$ cat config.mk
export PLATFORM = sky130hd
export DESIGN_NAME = divider64_flat
export DESIGN_NICKNAME = d
export VERILOG_FILES = /design/src/logic/exe_pkg.sv /design/src/logic/operand_bus_if.sv /design/src/logic/divider64.sv /design/src/flat_wrapper.sv
export SDC_FILE = /design/constraint.sdc
export NUM_CORES = 1
export LEC_CHECK = 0
export BUFFER_PORTS_ARGS = -buffer_cell sky130_fd_sc_hd__buf_2
export CAP_MARGIN = 30
export CORE_AREA = 2 2 258 260
export CTS_CLUSTER_DIAMETER = 50
export DETAILED_ROUTE_END_ITERATION = 6
export DIE_AREA = 0 0 260 262
export SLEW_MARGIN = 20
export SYNTH_ARGS = -nofsm -noshare
export SYNTH_HDL_FRONTEND = slang
export SYNTH_SLANG_ARGS = --single-unit
$ cat constraint.sdc
create_clock -name clk -period 5.25 [get_ports clk]
set_input_delay 0.525 -clock clk [delete_from_list [all_inputs] [get_ports clk]]
set_output_delay 0.525 -clock clk [all_outputs]
set_load 0.03 [all_outputs]
$ cat src/logic/exe_pkg.sv
package exe_pkg;

	localparam int xlen     = 64;  // register width.
	localparam int alu_op_w = 5;

	// alu operation codes. 0 and 31 are no-ops.
	localparam logic [alu_op_w-1:0] alu_add  = 5'd1;
	localparam logic [alu_op_w-1:0] alu_slt  = 5'd2;
	localparam logic [alu_op_w-1:0] alu_sltu = 5'd3;
	localparam logic [alu_op_w-1:0] alu_xor  = 5'd4;
	localparam logic [alu_op_w-1:0] alu_or   = 5'd5;
	localparam logic [alu_op_w-1:0] alu_and  = 5'd6;
	localparam logic [alu_op_w-1:0] alu_sll  = 5'd7;
	localparam logic [alu_op_w-1:0] alu_srl  = 5'd8;
	localparam logic [alu_op_w-1:0] alu_sra  = 5'd9;
	localparam logic [alu_op_w-1:0] alu_sub  = 5'd10;
	localparam logic [alu_op_w-1:0] alu_lui  = 5'd11;
	localparam logic [alu_op_w-1:0] alu_beq  = 5'd12;
	localparam logic [alu_op_w-1:0] alu_bne  = 5'd13;
	localparam logic [alu_op_w-1:0] alu_blt  = 5'd14;
	localparam logic [alu_op_w-1:0] alu_bge  = 5'd15;
	localparam logic [alu_op_w-1:0] alu_bltu = 5'd16;
	localparam logic [alu_op_w-1:0] alu_bgeu = 5'd17;
	localparam logic [alu_op_w-1:0] alu_addw = 5'd18;
	localparam logic [alu_op_w-1:0] alu_subw = 5'd19;
	localparam logic [alu_op_w-1:0] alu_sllw = 5'd20;
	localparam logic [alu_op_w-1:0] alu_srlw = 5'd21;
	localparam logic [alu_op_w-1:0] alu_sraw = 5'd22;
	localparam logic [alu_op_w-1:0] alu_mul  = 5'd23;
	localparam logic [alu_op_w-1:0] alu_mulh = 5'd24;
	localparam logic [alu_op_w-1:0] alu_mulw = 5'd25;
	localparam logic [alu_op_w-1:0] alu_div  = 5'd26;
	localparam logic [alu_op_w-1:0] alu_rem  = 5'd27;
	localparam logic [alu_op_w-1:0] alu_divw = 5'd28;
	localparam logic [alu_op_w-1:0] alu_remw = 5'd29;
	localparam logic [alu_op_w-1:0] alu_csr  = 5'd30;

	localparam logic [1:0] fwd_ex  = 2'd0;  // register file value.
	localparam logic [1:0] fwd_mem = 2'd1;  // memory stage alu result.
	localparam logic [1:0] fwd_wb  = 2'd2;  // write-back data.

	localparam logic op1_rs1 = 1'b0;
	localparam logic op1_pc  = 1'b1;

	localparam logic [1:0] op2_rs2  = 2'd0;
	localparam logic [1:0] op2_imm  = 2'd1;
	localparam logic [1:0] op2_four = 2'd2;  // link increment.

	typedef struct packed {
		logic [xlen-1:0] rem;
		logic [xlen-1:0] quo;
	} div_full_t;

	typedef struct packed {
		logic [31:0] rem_pad;  // sign of rem.
		logic [31:0] rem;
		logic [31:0] quo_pad;  // sign of quo.
		logic [31:0] quo;
	} div_word_t;

	typedef union packed {
		div_full_t full;
		div_word_t word;
	} div_result_t;

endpackage
$ cat src/logic/operand_bus_if.sv
`timescale 1ns/1ns

interface operand_bus_if;

	logic [exe_pkg::xlen-1:0] rs1_val;  // forwarded rs1.
	logic [exe_pkg::xlen-1:0] rs2_val;  // forwarded rs2.
	logic [exe_pkg::xlen-1:0] op1;
	logic [exe_pkg::xlen-1:0] op2;

	modport source (
		output rs1_val,
		output rs2_val,
		output op1,
		output op2
	);

	modport sink (
		input rs1_val,
		input rs2_val,
		input op1,
		input op2
	);

endinterface

$ cat src/logic/divider64.sv
`timescale 1ns/1ns

module divider64 (
	input  logic                 clk,
	input  logic                 rst_n,
	input  logic                 div_valid,
	input  logic                 div_32,
	operand_bus_if.sink          ops,
	output exe_pkg::div_result_t div_result,
	output logic                 div_ready
);

	localparam int w = exe_pkg::xlen;

	localparam logic [1:0] st_idle = 2'd0;
	localparam logic [1:0] st_busy = 2'd1;
	localparam logic [1:0] st_sign = 2'd2;  // apply signs, write result.
	localparam logic [1:0] st_done = 2'd3;  // ready pulse.

	logic [1:0] state;
	logic [5:0] cnt;
	logic [w-1:0] dvd_ext, dvs_ext, dvd_mag, dvs_mag, most_neg;
	logic [w-1:0] rem_r, quo_r, dvs_r, dvd_r;
	logic w32_r, neg_q_r, neg_r_r, by_zero_r, ovf_r;
	logic [w:0] trial;
	logic [w-1:0] q_fix, r_fix;
	exe_pkg::div_result_t res_next;

	// word operands are sign-extended so both widths share one path.
	assign dvd_ext  = div_32 ? {{32{ops.rs1_val[31]}}, ops.rs1_val[31:0]} : ops.rs1_val;
	assign dvs_ext  = div_32 ? {{32{ops.rs2_val[31]}}, ops.rs2_val[31:0]} : ops.rs2_val;
	assign dvd_mag  = dvd_ext[w-1] ? -dvd_ext : dvd_ext;
	assign dvs_mag  = dvs_ext[w-1] ? -dvs_ext : dvs_ext;
	assign most_neg = div_32 ? {{33{1'b1}}, 31'b0} : {1'b1, {(w-1){1'b0}}};

	// one restoring step.
	assign trial = {rem_r, quo_r[w-1]} - {1'b0, dvs_r};

	// a word quotient ends in quo_r[31:0] with zeros shifted in above.
	assign q_fix = by_zero_r ? '1 : (ovf_r ? dvd_r : (neg_q_r ? -quo_r : quo_r));
	assign r_fix = by_zero_r ? dvd_r : (ovf_r ? '0 : (neg_r_r ? -rem_r : rem_r));

	always_comb begin
		res_next = '0;
		if (w32_r) begin
			res_next.word.quo     = q_fix[31:0];
			res_next.word.quo_pad = {32{q_fix[31]}};
			res_next.word.rem     = r_fix[31:0];
			res_next.word.rem_pad = {32{r_fix[31]}};
		end else begin
			res_next.full.quo = q_fix;
			res_next.full.rem = r_fix;
		end
	end

	always_ff @(posedge clk or negedge rst_n) begin
		if (!rst_n) begin
			state      <= st_idle;
			cnt        <= '0;
			div_result <= '0;
		end else begin
			case (state)
				st_idle: begin
					if (div_valid) begin
						state <= st_busy;
						cnt   <= div_32 ? 6'd31 : 6'd63;
					end
				end
				st_busy: begin
					if (cnt == '0) begin
						state <= st_sign;
					end else begin
						cnt <= cnt - 6'd1;
					end
				end
				st_sign: begin
					state      <= st_done;
					div_result <= res_next;
				end
				default: state <= st_idle;  // skip the held request once.
			endcase
		end
	end

	always_ff @(posedge clk) begin
		if (state == st_idle && div_valid) begin
			w32_r     <= div_32;
			dvd_r     <= dvd_ext;
			dvs_r     <= dvs_mag;
			rem_r     <= '0;
			quo_r     <= div_32 ? {dvd_mag[31:0], 32'b0} : dvd_mag;  // msb first.
			neg_q_r   <= dvd_ext[w-1] ^ dvs_ext[w-1];
			neg_r_r   <= dvd_ext[w-1];
			by_zero_r <= (dvs_ext == '0);
			ovf_r     <= (dvd_ext == most_neg) && (dvs_ext == '1);
		end else if (state == st_busy) begin
			rem_r <= trial[w] ? {rem_r[w-2:0], quo_r[w-1]} : trial[w-1:0];
			quo_r <= {quo_r[w-2:0], ~trial[w]};
		end
	end

	assign div_ready = (state == st_done);

endmodule

$ cat src/flat_wrapper.sv
// flat-port wrapper written by rule: the top's interface ports become plain ports
module divider64_flat 
  (clk, rst_n, div_valid, div_32, div_result, div_ready, ops_rs1_val, ops_rs2_val, ops_op1, ops_op2);
  operand_bus_if ops_i ();
  input  logic clk;
  input  logic rst_n;
  input  logic div_valid;
  input  logic div_32;
  output exe_pkg::div_result_t div_result;
  output logic div_ready;
  input wire logic [$bits(ops_i.rs1_val)-1:0] ops_rs1_val;
  input wire logic [$bits(ops_i.rs2_val)-1:0] ops_rs2_val;
  input wire logic [$bits(ops_i.op1)-1:0] ops_op1;
  input wire logic [$bits(ops_i.op2)-1:0] ops_op2;
  assign ops_i.rs1_val = ops_rs1_val;
  assign ops_i.rs2_val = ops_rs2_val;
  assign ops_i.op1 = ops_op1;
  assign ops_i.op2 = ops_op2;
  divider64 u_core (.clk(clk), .rst_n(rst_n), .div_valid(div_valid), .div_32(div_32), .ops(ops_i), .div_result(div_result), .div_ready(div_ready));
endmodule
==> impl_metrics.json <==
{
  "finalCritPeriodShare": 0.8344,
  "postCtsSetupRepairBufs": 0,
  "fin_nets": 3647,
  "synthMuxAreaShare": 0.01035,
  "ant_nets": 0,
  "wl_mm": 97.04,
  "io_buffers": 260,
  "drv_cap": 0,
  "crit_path_end_kind": "register",
  "utilization": 0.4679,
  "route.detailed.wl_per_inst_um": 22.98,
  "whs_path_depth": 1,
  "synth_cell_type_count": 90,
  "slew_violations": 0,
  "reg2reg_depth": 14,
  "min_period_ps": 4380,
  "tns_ps": 0,
  "die-area_um2": 68120,
  "drc": 0,
  "yosysSeqAreaShare": 0.3994,
  "coreArea_um2": 65280,
  "grt_pass1_vias": 22820,
  "synth.net_count": 3449,
  "gp_congestion": 0.9383,
  "area_growth_pct": 15.41,
  "synth-simple-area-share": 0.1819,
  "leakage_uw": 0.01204,
  "clock-sinks": 396,
  "synth-seq-cells": 396,
  "synth_edf_count": 196,
  "netlist_area_um2": 26470,
  "r2r_start": "u_core.quo_r[63]",
  "setup_viol": 0,
  "drive_gt1_frac": 0.1361,
  "via_per_inst": 5.884,
  "min_from": "ops_rs1_val[17]",
  "reg2reg_to": "u_core.rem_r[12]",
  "cp_max_fo": 20,
  "crit_type": "register to register",
  "synth.largest_area_cell": "edfxtp_1",
  "die_x_um": 260,
  "yosys_warnings": 0,
  "status": "completed",
  "dieHeight_um": 262,
  "relSlewSlack": 0.3666,
  "cts_buffers": 57,
  "finalHoldViolCount": 0,
  "async_reset_ff_frac": 0.3434,
  "synth_top_area_share": 0.2224,
  "cts_buffer_depth": 3,
  "syn_inst": 3113,
  "synthAdderAreaFrac": 0.03621,
  "holdWs_ps": 127.4,
  "detail_route.iter0.violations": 2746,
  "cts_max_level": 2,
  "p_per_area_nw_per_um2": 639.2,
  "ff2ff_setup_slack_ps": 870,
  "fin_skew_ps": 37.45,
  "synth_xor_area_frac": 0.1006,
  "synth_top_family_by_area": "compound AO/OA/AOI/OAI gates",
  "cts-root-buf": "clkbuf_16",
  "cp.arrival_ps": 4890,
  "hold_path.class": "input pin to register",
  "holdPathEnd": "u_core.dvd_r[17]",
  "synth-compound-area-share": 0.2266,
  "std_cell_rows": 94,
  "hpwl_mm": 72.79,
  "cp-startpoint": "u_core.quo_r[63]",
  "ios": 389,
  "start_kind": "register",
  "cts.clk_slew.worst_paths_ps": 60,
  "synthFlopType": "edfxtp_1",
  "synth_area_leaders": "edfxtp_1, dfrtp_1, o21ai_0",
  "grt_pass1_wl_mm": 143.3,
  "vias": 24850,
  "worstMarginPinSlew_ps": 950.2,
  "grt_overflow_total": 0,
  "grt.total_usage": 0.2770,
  "start_util": 0.4054,
  "grt_max_degree": 98,
  "fmax_mhz": 228.3,
  "dr.pass1.iters": 5,
  "required_ps": 5760,
  "avgSynthCellArea_um2": 8.502,
  "clk-insertion-delay-late_ps": 630,
  "cts_tree": "done",
  "grt_antenna_before_repair": 4,
  "peakVddDrop_v": 0.0004340,
  "rsz0062_at_grt": "false"
}
[power breakdown]
| group | switching [uW] | internal, uW |
|---|---|---|
| Clock | 1540 | 2230 |
| Sequential | 1390 | 4740 |
| Combinational | 6310 | 3320 |
[cell usage after synthesis (all sizes together) (12+ instances only)]
master,count
a211oi,19
a21o,39
a21oi,278
a221oi,28
a22oi,27
a311oi,28
a31oi,28
buf,20
clkbuf,156
dfrtp,136
dfxtp,64
edfxtp,196
ha,75
inv,135
mux2i,24
nand2,356
nand2b,26
nand3,37
nand4,43
nor2,325
nor2b,21
nor3,63
nor4,43
o21a,12
o21ai,297
o21bai,16
o22a,14
o22ai,12
o31ai,62
o41ai,25
or2,14
or3,42
or4,37
xnor2,140
xor2,164
[registers in the layout, indices dropped and copies added (netlist names)]
| name | flops |
|---|---|
| u_core.rem_r | 64 |
| u_core.neg_r_r | 1 |
| u_core.w32_r | 1 |
| u_core.ovf_r | 1 |
| u_core.div_result | 128 |
| u_core.neg_q_r | 1 |
| u_core.state | 2 |
| u_core.dvs_r | 64 |
| u_core.cnt | 6 |
| u_core.dvd_r | 63 |
| u_core.quo_r | 64 |
| u_core.by_zero_r | 1 |
[through the flow]
stage / setup slack, ps / cell area, um^2 / total power [uW] / std cells
after detailed placement: 868.3 / 28640 / 15590 / 4113
after global placement: 938.0 / 28620 / 15530 / 4111
final: 869.6 / 30540 / 19520 / 4223
after floorplan: 1607 / 26470 / 12480 / 3113
after CTS: 957.3 / 30500 / 19410 / 4219
after global routing: 678.2 / 30540 / 20750 / 4221
[layer usage]
metal / wire length, um / share of wire / vias up / track usage
li1: - / - / 11710 / -
met1: 43310 / 0.45 / 11890 / 0.3939
met2: 42910 / 0.44 / 1081 / 0.4277
met3: 7527 / 0.078 / 166 / 0.04350
met4: 3276 / 0.034 / 2 / 0.09626
met5: 12 / 0.00012 / - / 0
[placed cells by master, fill, tap and decap left out, types with 35 or more instances in the layout]
cell and instances:
ha_1 73, edfxtp_1 196, o21ai_0 291, nor2_1 323, dfrtp_1 136, nand2_1 355, nor4_1 41, nand4_1 43
or3_1 40, nand3_1 37, a21oi_1 276, xor2_1 164, xnor2_1 140, o31ai_1 60, inv_1 134, buf_2 258
or4_1 35, clkbuf_16 59, buf_4 51, dfxtp_1 64, nor3_1 63, a21o_1 39
[cell families (layout without fill, tap and decap cells)]
kind of cell	after synthesis	count (layout)
adder cells (fa/ha/maj)	76	76
AND/OR/NAND/NOR	1042	1042
AO/OA/AOI/OAI	955	955
XOR/XNOR	304	304
other	0	2
flip-flops	396	396
buffers and inverters	313	557
multiplexers	27	27
[worst max path at each step]
| stage | cells after the start | endpoint | slack [ps] |
|---|---|---|---|
| 2_1_floorplan | 15 | u_core.rem_r[1] | 1610 |
| 3_3_place_gp | 11 | u_core.quo_r[59] | 940 |
| 3_5_place_dp | 11 | u_core.quo_r[59] | 870 |
| 4_1_cts | 14 | u_core.rem_r[11] | 960 |
| 5_1_grt | 14 | u_core.rem_r[4] | 680 |
| 6_report | 14 | u_core.rem_r[12] | 870 |
[layout make-up]
cell class              instances  area (um^2)
fillers                      6496        34730
multi-input cells            2404        14740
flip-flops and latches        396        10570
repair buffers                315         1778
clock buffers                  77         1614
well taps                     864         1081
inverters                     137        519.2
clock inverters                28        235.2
diodes                          2        5.005
[worst max-delay path: stages (launching register included)]
cell and delay, ps:
edfxtp_1 410, inv_1 170, ha_1 230, fa_1 210, nor2b_1 80, o311a_1 350, o21ai_0 450, a31oi_1 280
a21oi_1 520, or3_1 210, a21oi_1 120, nor2_4 510, buf_4 330, nand2_1 80, a311oi_1 260
[what timing repair did]
action                                  4_1_cts  5_1_grt
endpoints found under the hold margin        60        0
hold buffers                                  1        0
resized for setup                             0        0
endpoints found under the setup margin        0        0
Note: power is estimated with default switching activity, not from simulation.
