[config.mk]
export PLATFORM = sky130hd
export DESIGN_NAME = operand_select_flat
export DESIGN_NICKNAME = d
export VERILOG_FILES = /design/src/logic/exe_pkg.sv /design/src/logic/operand_bus_if.sv /design/src/logic/operand_select.sv /design/src/flat_wrapper.sv
export SDC_FILE = /design/constraint.sdc
export NUM_CORES = 1
export LEC_CHECK = 0
export BUFFER_PORTS_ARGS = -buffer_cell sky130_fd_sc_hd__buf_2
export CORE_AREA = 2 2 250 252
export DETAILED_ROUTE_END_ITERATION = 10
export DIE_AREA = 0 0 252 254
export GPL_TIMING_DRIVEN = 0
export SLEW_MARGIN = 30
export SYNTH_ARGS = -nofsm -noshare
export SYNTH_HDL_FRONTEND = slang
export SYNTH_SLANG_ARGS = --single-unit
[constraint.sdc]
create_clock -name vclk -period 6.19
set_clock_uncertainty 0.2 [all_clocks]
set_input_delay 1.5475 -clock vclk [all_inputs]
set_output_delay 1.5475 -clock vclk [all_outputs]
set_load 0.01 [all_outputs]
[src/logic/exe_pkg.sv]
package exe_pkg;

	localparam int xlen     = 64;  // register width.
	localparam int alu_op_w = 5;

	// alu operation codes. 0 and 31 are no-ops.
	localparam logic [alu_op_w-1:0] alu_add  = 5'd1;
	localparam logic [alu_op_w-1:0] alu_slt  = 5'd2;
	localparam logic [alu_op_w-1:0] alu_sltu = 5'd3;
	localparam logic [alu_op_w-1:0] alu_xor  = 5'd4;
	localparam logic [alu_op_w-1:0] alu_or   = 5'd5;
	localparam logic [alu_op_w-1:0] alu_and  = 5'd6;
	localparam logic [alu_op_w-1:0] alu_sll  = 5'd7;
	localparam logic [alu_op_w-1:0] alu_srl  = 5'd8;
	localparam logic [alu_op_w-1:0] alu_sra  = 5'd9;
	localparam logic [alu_op_w-1:0] alu_sub  = 5'd10;
	localparam logic [alu_op_w-1:0] alu_lui  = 5'd11;
	localparam logic [alu_op_w-1:0] alu_beq  = 5'd12;
	localparam logic [alu_op_w-1:0] alu_bne  = 5'd13;
	localparam logic [alu_op_w-1:0] alu_blt  = 5'd14;
	localparam logic [alu_op_w-1:0] alu_bge  = 5'd15;
	localparam logic [alu_op_w-1:0] alu_bltu = 5'd16;
	localparam logic [alu_op_w-1:0] alu_bgeu = 5'd17;
	localparam logic [alu_op_w-1:0] alu_addw = 5'd18;
	localparam logic [alu_op_w-1:0] alu_subw = 5'd19;
	localparam logic [alu_op_w-1:0] alu_sllw = 5'd20;
	localparam logic [alu_op_w-1:0] alu_srlw = 5'd21;
	localparam logic [alu_op_w-1:0] alu_sraw = 5'd22;
	localparam logic [alu_op_w-1:0] alu_mul  = 5'd23;
	localparam logic [alu_op_w-1:0] alu_mulh = 5'd24;
	localparam logic [alu_op_w-1:0] alu_mulw = 5'd25;
	localparam logic [alu_op_w-1:0] alu_div  = 5'd26;
	localparam logic [alu_op_w-1:0] alu_rem  = 5'd27;
	localparam logic [alu_op_w-1:0] alu_divw = 5'd28;
	localparam logic [alu_op_w-1:0] alu_remw = 5'd29;
	localparam logic [alu_op_w-1:0] alu_csr  = 5'd30;

	localparam logic [1:0] fwd_ex  = 2'd0;  // register file value.
	localparam logic [1:0] fwd_mem = 2'd1;  // memory stage alu result.
	localparam logic [1:0] fwd_wb  = 2'd2;  // write-back data.

	localparam logic op1_rs1 = 1'b0;
	localparam logic op1_pc  = 1'b1;

	localparam logic [1:0] op2_rs2  = 2'd0;
	localparam logic [1:0] op2_imm  = 2'd1;
	localparam logic [1:0] op2_four = 2'd2;  // link increment.

	typedef struct packed {
		logic [xlen-1:0] rem;
		logic [xlen-1:0] quo;
	} div_full_t;

	typedef struct packed {
		logic [31:0] rem_pad;  // sign of rem.
		logic [31:0] rem;
		logic [31:0] quo_pad;  // sign of quo.
		logic [31:0] quo;
	} div_word_t;

	typedef union packed {
		div_full_t full;
		div_word_t word;
	} div_result_t;

endpackage
[src/logic/operand_bus_if.sv]
`timescale 1ns/1ns

interface operand_bus_if;

	logic [exe_pkg::xlen-1:0] rs1_val;  // forwarded rs1.
	logic [exe_pkg::xlen-1:0] rs2_val;  // forwarded rs2.
	logic [exe_pkg::xlen-1:0] op1;
	logic [exe_pkg::xlen-1:0] op2;

	modport source (
		output rs1_val,
		output rs2_val,
		output op1,
		output op2
	);

	modport sink (
		input rs1_val,
		input rs2_val,
		input op1,
		input op2
	);

endinterface

[src/logic/operand_select.sv]
`timescale 1ns/1ns

module operand_select (
	input  logic [exe_pkg::xlen-1:0] ex_rs1_data,
	input  logic [exe_pkg::xlen-1:0] ex_rs2_data,
	input  logic [exe_pkg::xlen-1:0] me_alu_result,
	input  logic [exe_pkg::xlen-1:0] wb_rd_data,
	input  logic [exe_pkg::xlen-1:0] pc,
	input  logic [exe_pkg::xlen-1:0] imm,
	input  logic [1:0]               rs1_src,
	input  logic [1:0]               rs2_src,
	input  logic                     alu_op1_src,
	input  logic [1:0]               alu_op2_src,
	operand_bus_if.source            ops
);

	// hazard resolution.
	always_comb begin
		case (rs1_src)
			exe_pkg::fwd_mem: ops.rs1_val = me_alu_result;
			exe_pkg::fwd_wb:  ops.rs1_val = wb_rd_data;
			default:          ops.rs1_val = ex_rs1_data;
		endcase
	end

	always_comb begin
		case (rs2_src)
			exe_pkg::fwd_mem: ops.rs2_val = me_alu_result;
			exe_pkg::fwd_wb:  ops.rs2_val = wb_rd_data;
			default:          ops.rs2_val = ex_rs2_data;
		endcase
	end

	assign ops.op1 = (alu_op1_src == exe_pkg::op1_pc) ? pc : ops.rs1_val;

	always_comb begin
		case (alu_op2_src)
			exe_pkg::op2_imm:  ops.op2 = imm;
			exe_pkg::op2_four: ops.op2 = exe_pkg::xlen'(4);  // pc + 4 for jal/jalr.
			default:           ops.op2 = ops.rs2_val;
		endcase
	end

endmodule

[src/flat_wrapper.sv]
// flat-port wrapper written by rule: the top's interface ports become plain ports
module operand_select_flat 
  (ex_rs1_data, ex_rs2_data, me_alu_result, wb_rd_data, pc, imm, rs1_src, rs2_src, alu_op1_src, alu_op2_src, ops_rs1_val, ops_rs2_val, ops_op1, ops_op2);
  operand_bus_if ops_i ();
  input  logic [exe_pkg::xlen-1:0] ex_rs1_data;
  input  logic [exe_pkg::xlen-1:0] ex_rs2_data;
  input  logic [exe_pkg::xlen-1:0] me_alu_result;
  input  logic [exe_pkg::xlen-1:0] wb_rd_data;
  input  logic [exe_pkg::xlen-1:0] pc;
  input  logic [exe_pkg::xlen-1:0] imm;
  input  logic [1:0] rs1_src;
  input  logic [1:0] rs2_src;
  input  logic alu_op1_src;
  input  logic [1:0] alu_op2_src;
  output wire logic [$bits(ops_i.rs1_val)-1:0] ops_rs1_val;
  output wire logic [$bits(ops_i.rs2_val)-1:0] ops_rs2_val;
  output wire logic [$bits(ops_i.op1)-1:0] ops_op1;
  output wire logic [$bits(ops_i.op2)-1:0] ops_op2;
  assign ops_rs1_val = ops_i.rs1_val;
  assign ops_rs2_val = ops_i.rs2_val;
  assign ops_op1 = ops_i.op1;
  assign ops_op2 = ops_i.op2;
  operand_select u_core (.ex_rs1_data(ex_rs1_data), .ex_rs2_data(ex_rs2_data), .me_alu_result(me_alu_result), .wb_rd_data(wb_rd_data), .pc(pc), .imm(imm), .rs1_src(rs1_src), .rs2_src(rs2_src), .alu_op1_src(alu_op1_src), .alu_op2_src(alu_op2_src), .ops(ops_i));
endmodule
==> run_results.csv, run 1 <==
group,metric,value,unit
drt,routed_via_density,4.66,
drt,routed_wl,64.0,mm
timing,setup_violations,0,
yosys,synthTopCellsByArea,"a22oi_1, a221oi_2, o211ai_2",
worst_hold_path,hold_start,"ex_rs1_data[25]",
timing,max_slew.worst_pin.slew,0.972,ns
yosys,ys_warn_count,0,
floorplan,fp.coreArea,61300,um2
grt,grt_pass1_wl,82.9,mm
finish,nClkBuffers,0,
place,hpwlAfterDp,51.6,mm
finish,area_growth,68.3,%
yosys,seq_area_frac_synth,0,%
timing,rsz0062_at_grt,"false",
timing,setup-tns-final,0,ns
grt,track_usage,18.5,%
floorplan,die_x,252,um
critical_path,crit_slowest_cell,"clkbuf_1",
grt,antenna_found_initial,23,
yosys,syn-cell-area,6240,um2
drt,avgRoutedWirePerCell,27.3,um
finish,fin_nets,1947,
yosys,yosys.area.top_type_share,15.4,%
timing,hold_viol_final,0,
yosys,syn-num-nets,1298,
yosys,ys_top_cells_by_count,"a22oi_1, nand2_1, o21ai_0, inv_1",
drt,first_pass_iters,9,
critical_path,crit_type,"in2out",
critical_path,cpPeakStageDelay,0.66,ns
clock_network,ctsHoldBuffers,0,
yosys,synth.avg_cell_area,6.92,um2
drt,via_count,10900,
timing,maxSlewViolCount,0,
floorplan,die_h,254,um
critical_path,worstPathMaxFanout,10,
flow_run,max_cap_violations,0,
floorplan,initial_utilization,10.2,%
status,outcome,"finished, final reports clean",
place,gp_congestion,0.921,
yosys,synth_top_area_cell,"a22oi_1",
place,io_buffers,647,
timing,post-route-period-util,90.2,%
critical_path,arrival,3.83,ns
finish,final-seq-area,0,um2
critical_path,endpoint_kind,"output port",
finish,design.seq.count,0,
floorplan,rows,91,
drt,post-route-drc-count,0,
clock_network,cts_setup_buffers,0,
critical_path,crit_buf_inv,5,
critical_path,startpoint,"rs2_src[0]",
timing,max_freq,179,MHz
critical_path,worst_path_most_repeated_cell,"buf_2",
finish,layout-drive-gt1-share,56.8,%
drt,dr.first_iter.drc_count,882,
critical_path,crit_chain,"buf_2 -> inv_1 -> ha_1 -> buf_6 -> clkbuf_1 -> o21ai_0 -> buf_2",
floorplan,die-area,64000,um2
grt,grt_remaining_overflow,0,
critical_path,critical-path-top-delay-family,"buffers and inverters",
floorplan,ioPinCount,647,
drt,final_antenna_net_count,0,
yosys,syn-instance-count,901,
grt,grt_max_degree,11,
critical_path,cp.required,4.44,ns
clock_network,cts_resized,0,
grt,grt_pass1_vias,10600,
yosys,synth_cell_types,24,
critical_path,worstSetupStartpointType,"input pin",
timing,slew_headroom,35.2,%
worst_hold_path,min_path_type,"in2out",
timing,fin_crit,5.58,ns
## path summary, 6_finish.rpt
kind,endpoint,slack (ns),cells past startpoint
worst max-delay path,ops_rs2_val[51],0.61,7
worst min-delay path,ops_rs1_val[25],3.20,4
## placed cells by master, fill, tap and decap left out, drive strengths merged, types with 6 or more instances in the layout
| master | instances |
|---|---|
| a221oi | 64 |
| a22oi | 128 |
| buf | 734 |
| clkbuf | 31 |
| diode | 10 |
| ha | 6 |
| inv | 70 |
| nand2 | 128 |
| nand3 | 63 |
| nand3b | 63 |
| nor3b | 64 |
| o211ai | 63 |
| o21ai | 128 |
## layout make-up
cell class	count	area, um2
fillers	7179	50800
plain buffers	118	719
repair buffers	647	3240
multi-input cells	713	5270
diodes	10	25.0
well taps	790	988
inverters	70	263
## cells by family (layout without fill, tap and decap cells)
| group | count (synthesis) | count (layout) | synth area share [%] |
|---|---|---|---|
| other | 0 | 10 | 0 |
| adders and majority gates | 6 | 6 | 1.20 |
| buffers and inverters | 188 | 835 | 15.6 |
| and+or+nand+nor | 322 | 322 | 29.9 |
| AOI/OAI and AO/OA | 385 | 385 | 53.3 |
## through the flow
stage               utilization (%)  instance area (um2)  worst slack [ns]  hold slack [ns]  cells
detailed placement             17.1                10500             0.550             3.20   2338
global placement               17.1                10500             0.257             3.20   2338
floorplan                         -                 6240              1.78             3.01    901
global route                   17.1                10500             0.508             3.23   2345
finish                         17.1                10500             0.609             3.20   2348
CTS                            17.1                10500             0.547             3.20   2338
## routing by layer
metal	GRT usage, %	part of all wire [%]	up-vias
met5	0	0.11	-
met4	8.76	5.2	12
met3	4.17	8.9	167
met2	31.6	46	864
met1	22.0	39	5137
li1	-	-	4754
==> run 2: changes to the inputs <==
- RECOVER_POWER: not set -> 100
==> run 2 against run 1 <==
Global-route usage stayed put. Clock-buffer cell count stayed put. Non-clock buffer count unchanged. Setup slack lost 0.20 ns. Maximum frequency decreased by 3.5%. Sequential share of layout area stayed put. Final cell count hardly changed. Wire length is essentially flat. Core utilization down 0.60 points. First-iteration DRC count grew 6.1%.
==> run_results.csv, run 2 (same netlist as run 1, synthesis figures left out) <==
group,metric,value,unit
status,outcome,"finished, final reports clean",
timing,timing.hold.ws,3.20,ns
timing,maxSlewViolCount,0,
finish,final_util,16.5,%
grt,grt_pass1_vias,10600,
finish,design.seq.count,0,
critical_path,worstSetupStartpointType,"input pin",
place,hpwlAfterDp,51.6,mm
worst_hold_path,hold_start,"ex_rs1_data[25]",
floorplan,rows,91,
drt,via_count,11000,
worst_hold_path,min_path_type,"in2out",
finish,area_growth,62.5,%
timing,slew_headroom,12.7,%
timing,setup-tns-final,0,ns
critical_path,crit_type,"in2out",
clock_network,ctsHoldBuffers,0,
floorplan,initial_utilization,10.2,%
timing,max_slew.worst_pin.slew,1.31,ns
finish,nClkBuffers,0,
grt,grt_pass1_wl,82.9,mm
floorplan,ioPinCount,647,
flow_run,max_cap_violations,0,
grt,track_usage,18.5,%
timing,post-route-period-util,93.5,%
drt,first_pass_iters,5,
finish,layout-drive-gt1-share,41.6,%
clock_network,cts_resized,0,
timing,fin_crit,5.79,ns
clock_network,cts_setup_buffers,0,
finish,fillers,7313,
critical_path,arrival,4.04,ns
worst_hold_path,holdPathStages,4,
floorplan,die-area,64000,um2
finish,final-seq-area,0,um2
critical_path,cp.required,4.44,ns
floorplan,die_x,252,um
drt,final_antenna_net_count,0,
finish,layout_commonest_cell,"buf_2",
timing,rsz0062_at_grt,"false",
floorplan,fp.coreArea,61300,um2
place,gp_congestion,0.921,
grt,grt_max_degree,11,
drt,routed_wl,64.1,mm
grt,antenna_found_initial,23,
critical_path,endpoint_kind,"output port",
critical_path,worstPathMaxFanout,11,
timing,setup_violations,0,
grt,grt_remaining_overflow,0,
drt,post-route-drc-count,0,
finish,fin_nets,1947,
drt,avgRoutedWirePerCell,27.3,um
place,io_buffers,647,
floorplan,die_h,254,um
worst_hold_path,whs_endpoint,"ops_rs1_val[25]",
drt,routed_via_density,4.67,
finish,mostFrequentLayoutCells,"buf_2, clkbuf_1, a22oi_1, nand2_1, o21ai_0",
timing,max_freq,173,MHz
timing,hold_viol_final,0,
drt,dr.first_iter.drc_count,936,
-- run 2: cell count changes in the layout (fill, tap and decap cells not counted), sizes merged --
cell / delta
clkbuf: +224
buf: -224
diode: -1
-- run 2: how the worst max path moves through the flow --
stage | from | to | slack [ns]
floorplan | rs1_src[0] | ops_op1[0] | 1.78
global placement | rs2_src[0] | ops_op2[1] | 0.26
detailed placement | rs2_src[0] | ops_op2[35] | 0.55
CTS | rs2_src[0] | ops_op2[35] | 0.55
global route | rs2_src[0] | ops_rs2_val[38] | 0.26
finish | rs1_src[0] | ops_op1[48] | 0.40
-- run 2: layout make-up --
cell class,instances,area [um2],area share (%)
multi-input cells,713,5190,51.3
repair buffers,647,2980,29.4
well taps,790,988,9.75
plain buffers,118,686,6.77
inverters,70,263,2.59
diodes,9,22.5,0.222
-- run 2: through the flow --
| step | cell area [um2] | instances | setup WS, ns |
|---|---|---|---|
| after floorplan | 6240 | 901 | 1.78 |
| after global placement | 10500 | 2338 | 0.257 |
| after detailed placement | 10500 | 2338 | 0.550 |
| after CTS | 10500 | 2338 | 0.547 |
| after global routing | 10100 | 2346 | 0.264 |
| final | 10100 | 2347 | 0.404 |
-- run 2: layer usage --
metal / vias to the layer above / part of all wire, % / track usage (%)
met1: 5188 / 40 / 22.0
met5: - / 0.11 / 0
met3: 171 / 8.8 / 4.17
met4: 12 / 5.2 / 8.76
li1: 4752 / - / -
met2: 831 / 46 / 31.6
-- run 2: critical path: stages --
cell and delay (ns):
buf_2 0.09, inv_1 0.04, ha_1 0.42, buf_6 0.25, nor2_2 1.02, buf_6 0.31
a221oi_2 0.09, clkbuf_1 0.23
==> run 3: changes to the inputs <==
--- a/constraint.sdc
+++ b/constraint.sdc
@@ -4,2 +4,2 @@
 set_output_delay 1.5475 -clock vclk [all_outputs]
-set_load 0.01 [all_outputs]
+set_load 0.005 [all_outputs]
==> run 3 against run 2 <==
Clock-buffer cell count unchanged. Non-clock buffer count did not move. Critical path type unchanged. Global-route usage unchanged. Final cell count barely moved.
==> run_results.csv, run 3 (same netlist as run 1, synthesis figures left out) <==
group,metric,value,unit
finish,area_growth,62.9,%
drt,post-route-drc-count,0,
grt,antenna_found_initial,23,
finish,fillers,7305,
critical_path,cpPeakStageDelay,0.71,ns
clock_network,cts_resized,0,
drt,first_pass_iters,6,
timing,timing.hold.ws,3.18,ns
timing,slew_headroom,9.27,%
grt,grt_remaining_overflow,0,
critical_path,arrival,4.06,ns
critical_path,endpoint_kind,"output port",
drt,dr.first_iter.drc_count,954,
drt,routed_via_density,4.68,
critical_path,worst_path_most_repeated_cell,"buf_2",
critical_path,worstPathMaxFanout,10,
finish,fin_nets,1947,
drt,routed.top_layer,"met5",
drt,wl_met1,25.4,mm
drt,routed_wl,64.0,mm
drt,wl_met3,5.48,mm
timing,max_slew.worst_pin.slew,1.36,ns
clock_network,ctsHoldBuffers,0,
floorplan,rows,91,
critical_path,crit_chain,"buf_2 -> inv_1 -> ha_1 -> buf_6 -> nand2b_1 -> clkbuf_1 -> buf_8 -> o211ai_1 -> buf_2",
timing,fin_crit,5.81,ns
place,dp_cells,2338,
clock_network,cts_setup_buffers,0,
timing,setup_violations,0,
floorplan,die_x,252,um
place,gp_congestion,0.921,
drt,final_antenna_net_count,0,
floorplan,ioPinCount,647,
timing,post-route-period-util,93.9,%
finish,nClkBuffers,0,
place,hpwlAfterDp,51.6,mm
finish,final-seq-area,0,um2
timing,hold_viol_final,0,
grt,grt_pass1_vias,10600,
finish,multi_input_area,5200,um2
drt,via_count,11000,
floorplan,die-area,64000,um2
worst_hold_path,min_path_type,"in2out",
critical_path,crit_type,"in2out",
critical_path,crit_slowest_cell,"clkbuf_1",
timing,setup-tns-final,0,ns
floorplan,fp.coreArea,61300,um2
grt,grt_max_degree,11,
finish,mostFrequentLayoutCells,"buf_2, clkbuf_1, a22oi_1, nand2_1, o21ai_0",
floorplan,die_h,254,um
finish,layout_commonest_cell,"buf_2",
floorplan,initial_utilization,10.2,%
timing,max_freq,172,MHz
drt,avgRoutedWirePerCell,27.3,um
finish,layout-drive-gt1-share,42.8,%
finish,design.seq.count,0,
finish,instances_no_fill,2348,
critical_path,worstSetupStartpointType,"input pin",
place,dpl_cell_area,10500,um2
finish,fin_area,10200,um2
place,io_buffers,647,
grt,track_usage,18.5,%
critical_path,cp.required,4.44,ns
status,outcome,"finished, final reports clean",
grt,grt_pass1_wl,82.9,mm
timing,maxSlewViolCount,0,
flow_run,max_cap_violations,0,
drt,wl_met2,29.6,mm
timing,rsz0062_at_grt,"false",
[run 3: changes by cell type in the layout (fill, tap and decap cells not counted), moves of 2 or more]
cell      before  now
o211ai_2      47   50
buf_6         12   10
clkbuf_2      10   21
clkbuf_1     245  227
buf_2        486  491
buf_1          0    2
o211ai_1      16   13
[run 3: stage by stage]
step	util (%)	setup slack, ns
floorplan	-	1.84
global placement	17.1	0.273
detailed placement	17.1	0.566
CTS	17.1	0.564
global route	16.6	0.274
finish	16.6	0.381
[run 3: worst paths after layout]
path | from | end | slack (ns) | depth (start not counted)
setup / recovery | rs2_src[0] | ops_op2[51] | 0.38 | 9
hold / removal | ex_rs1_data[25] | ops_rs1_val[25] | 3.18 | 4
[run 3: area by class of cell]
cell class                 count  area share [%]
antenna                       10           0.246
buffer                       118            6.76
inverter                      70            2.59
multi-input combinational    713            51.2
tap                          790            9.73
timing repair buffer         647            29.5
[run 3: layer usage]
| metal | up-vias | GRT usage, % |
|---|---|---|
| met3 | 170 | 4.17 |
| met5 | - | 0 |
| li1 | 4753 | - |
| met1 | 5209 | 22.0 |
| met2 | 851 | 31.6 |
| met4 | 12 | 8.76 |
[run 3: worst max-delay path, delay by kind of cell]
kind	cells	cell delay, ns
compound gates	1	0.17
fa+ha+maj	1	0.63
buf+inv	6	1.56
simple gates	1	0.11
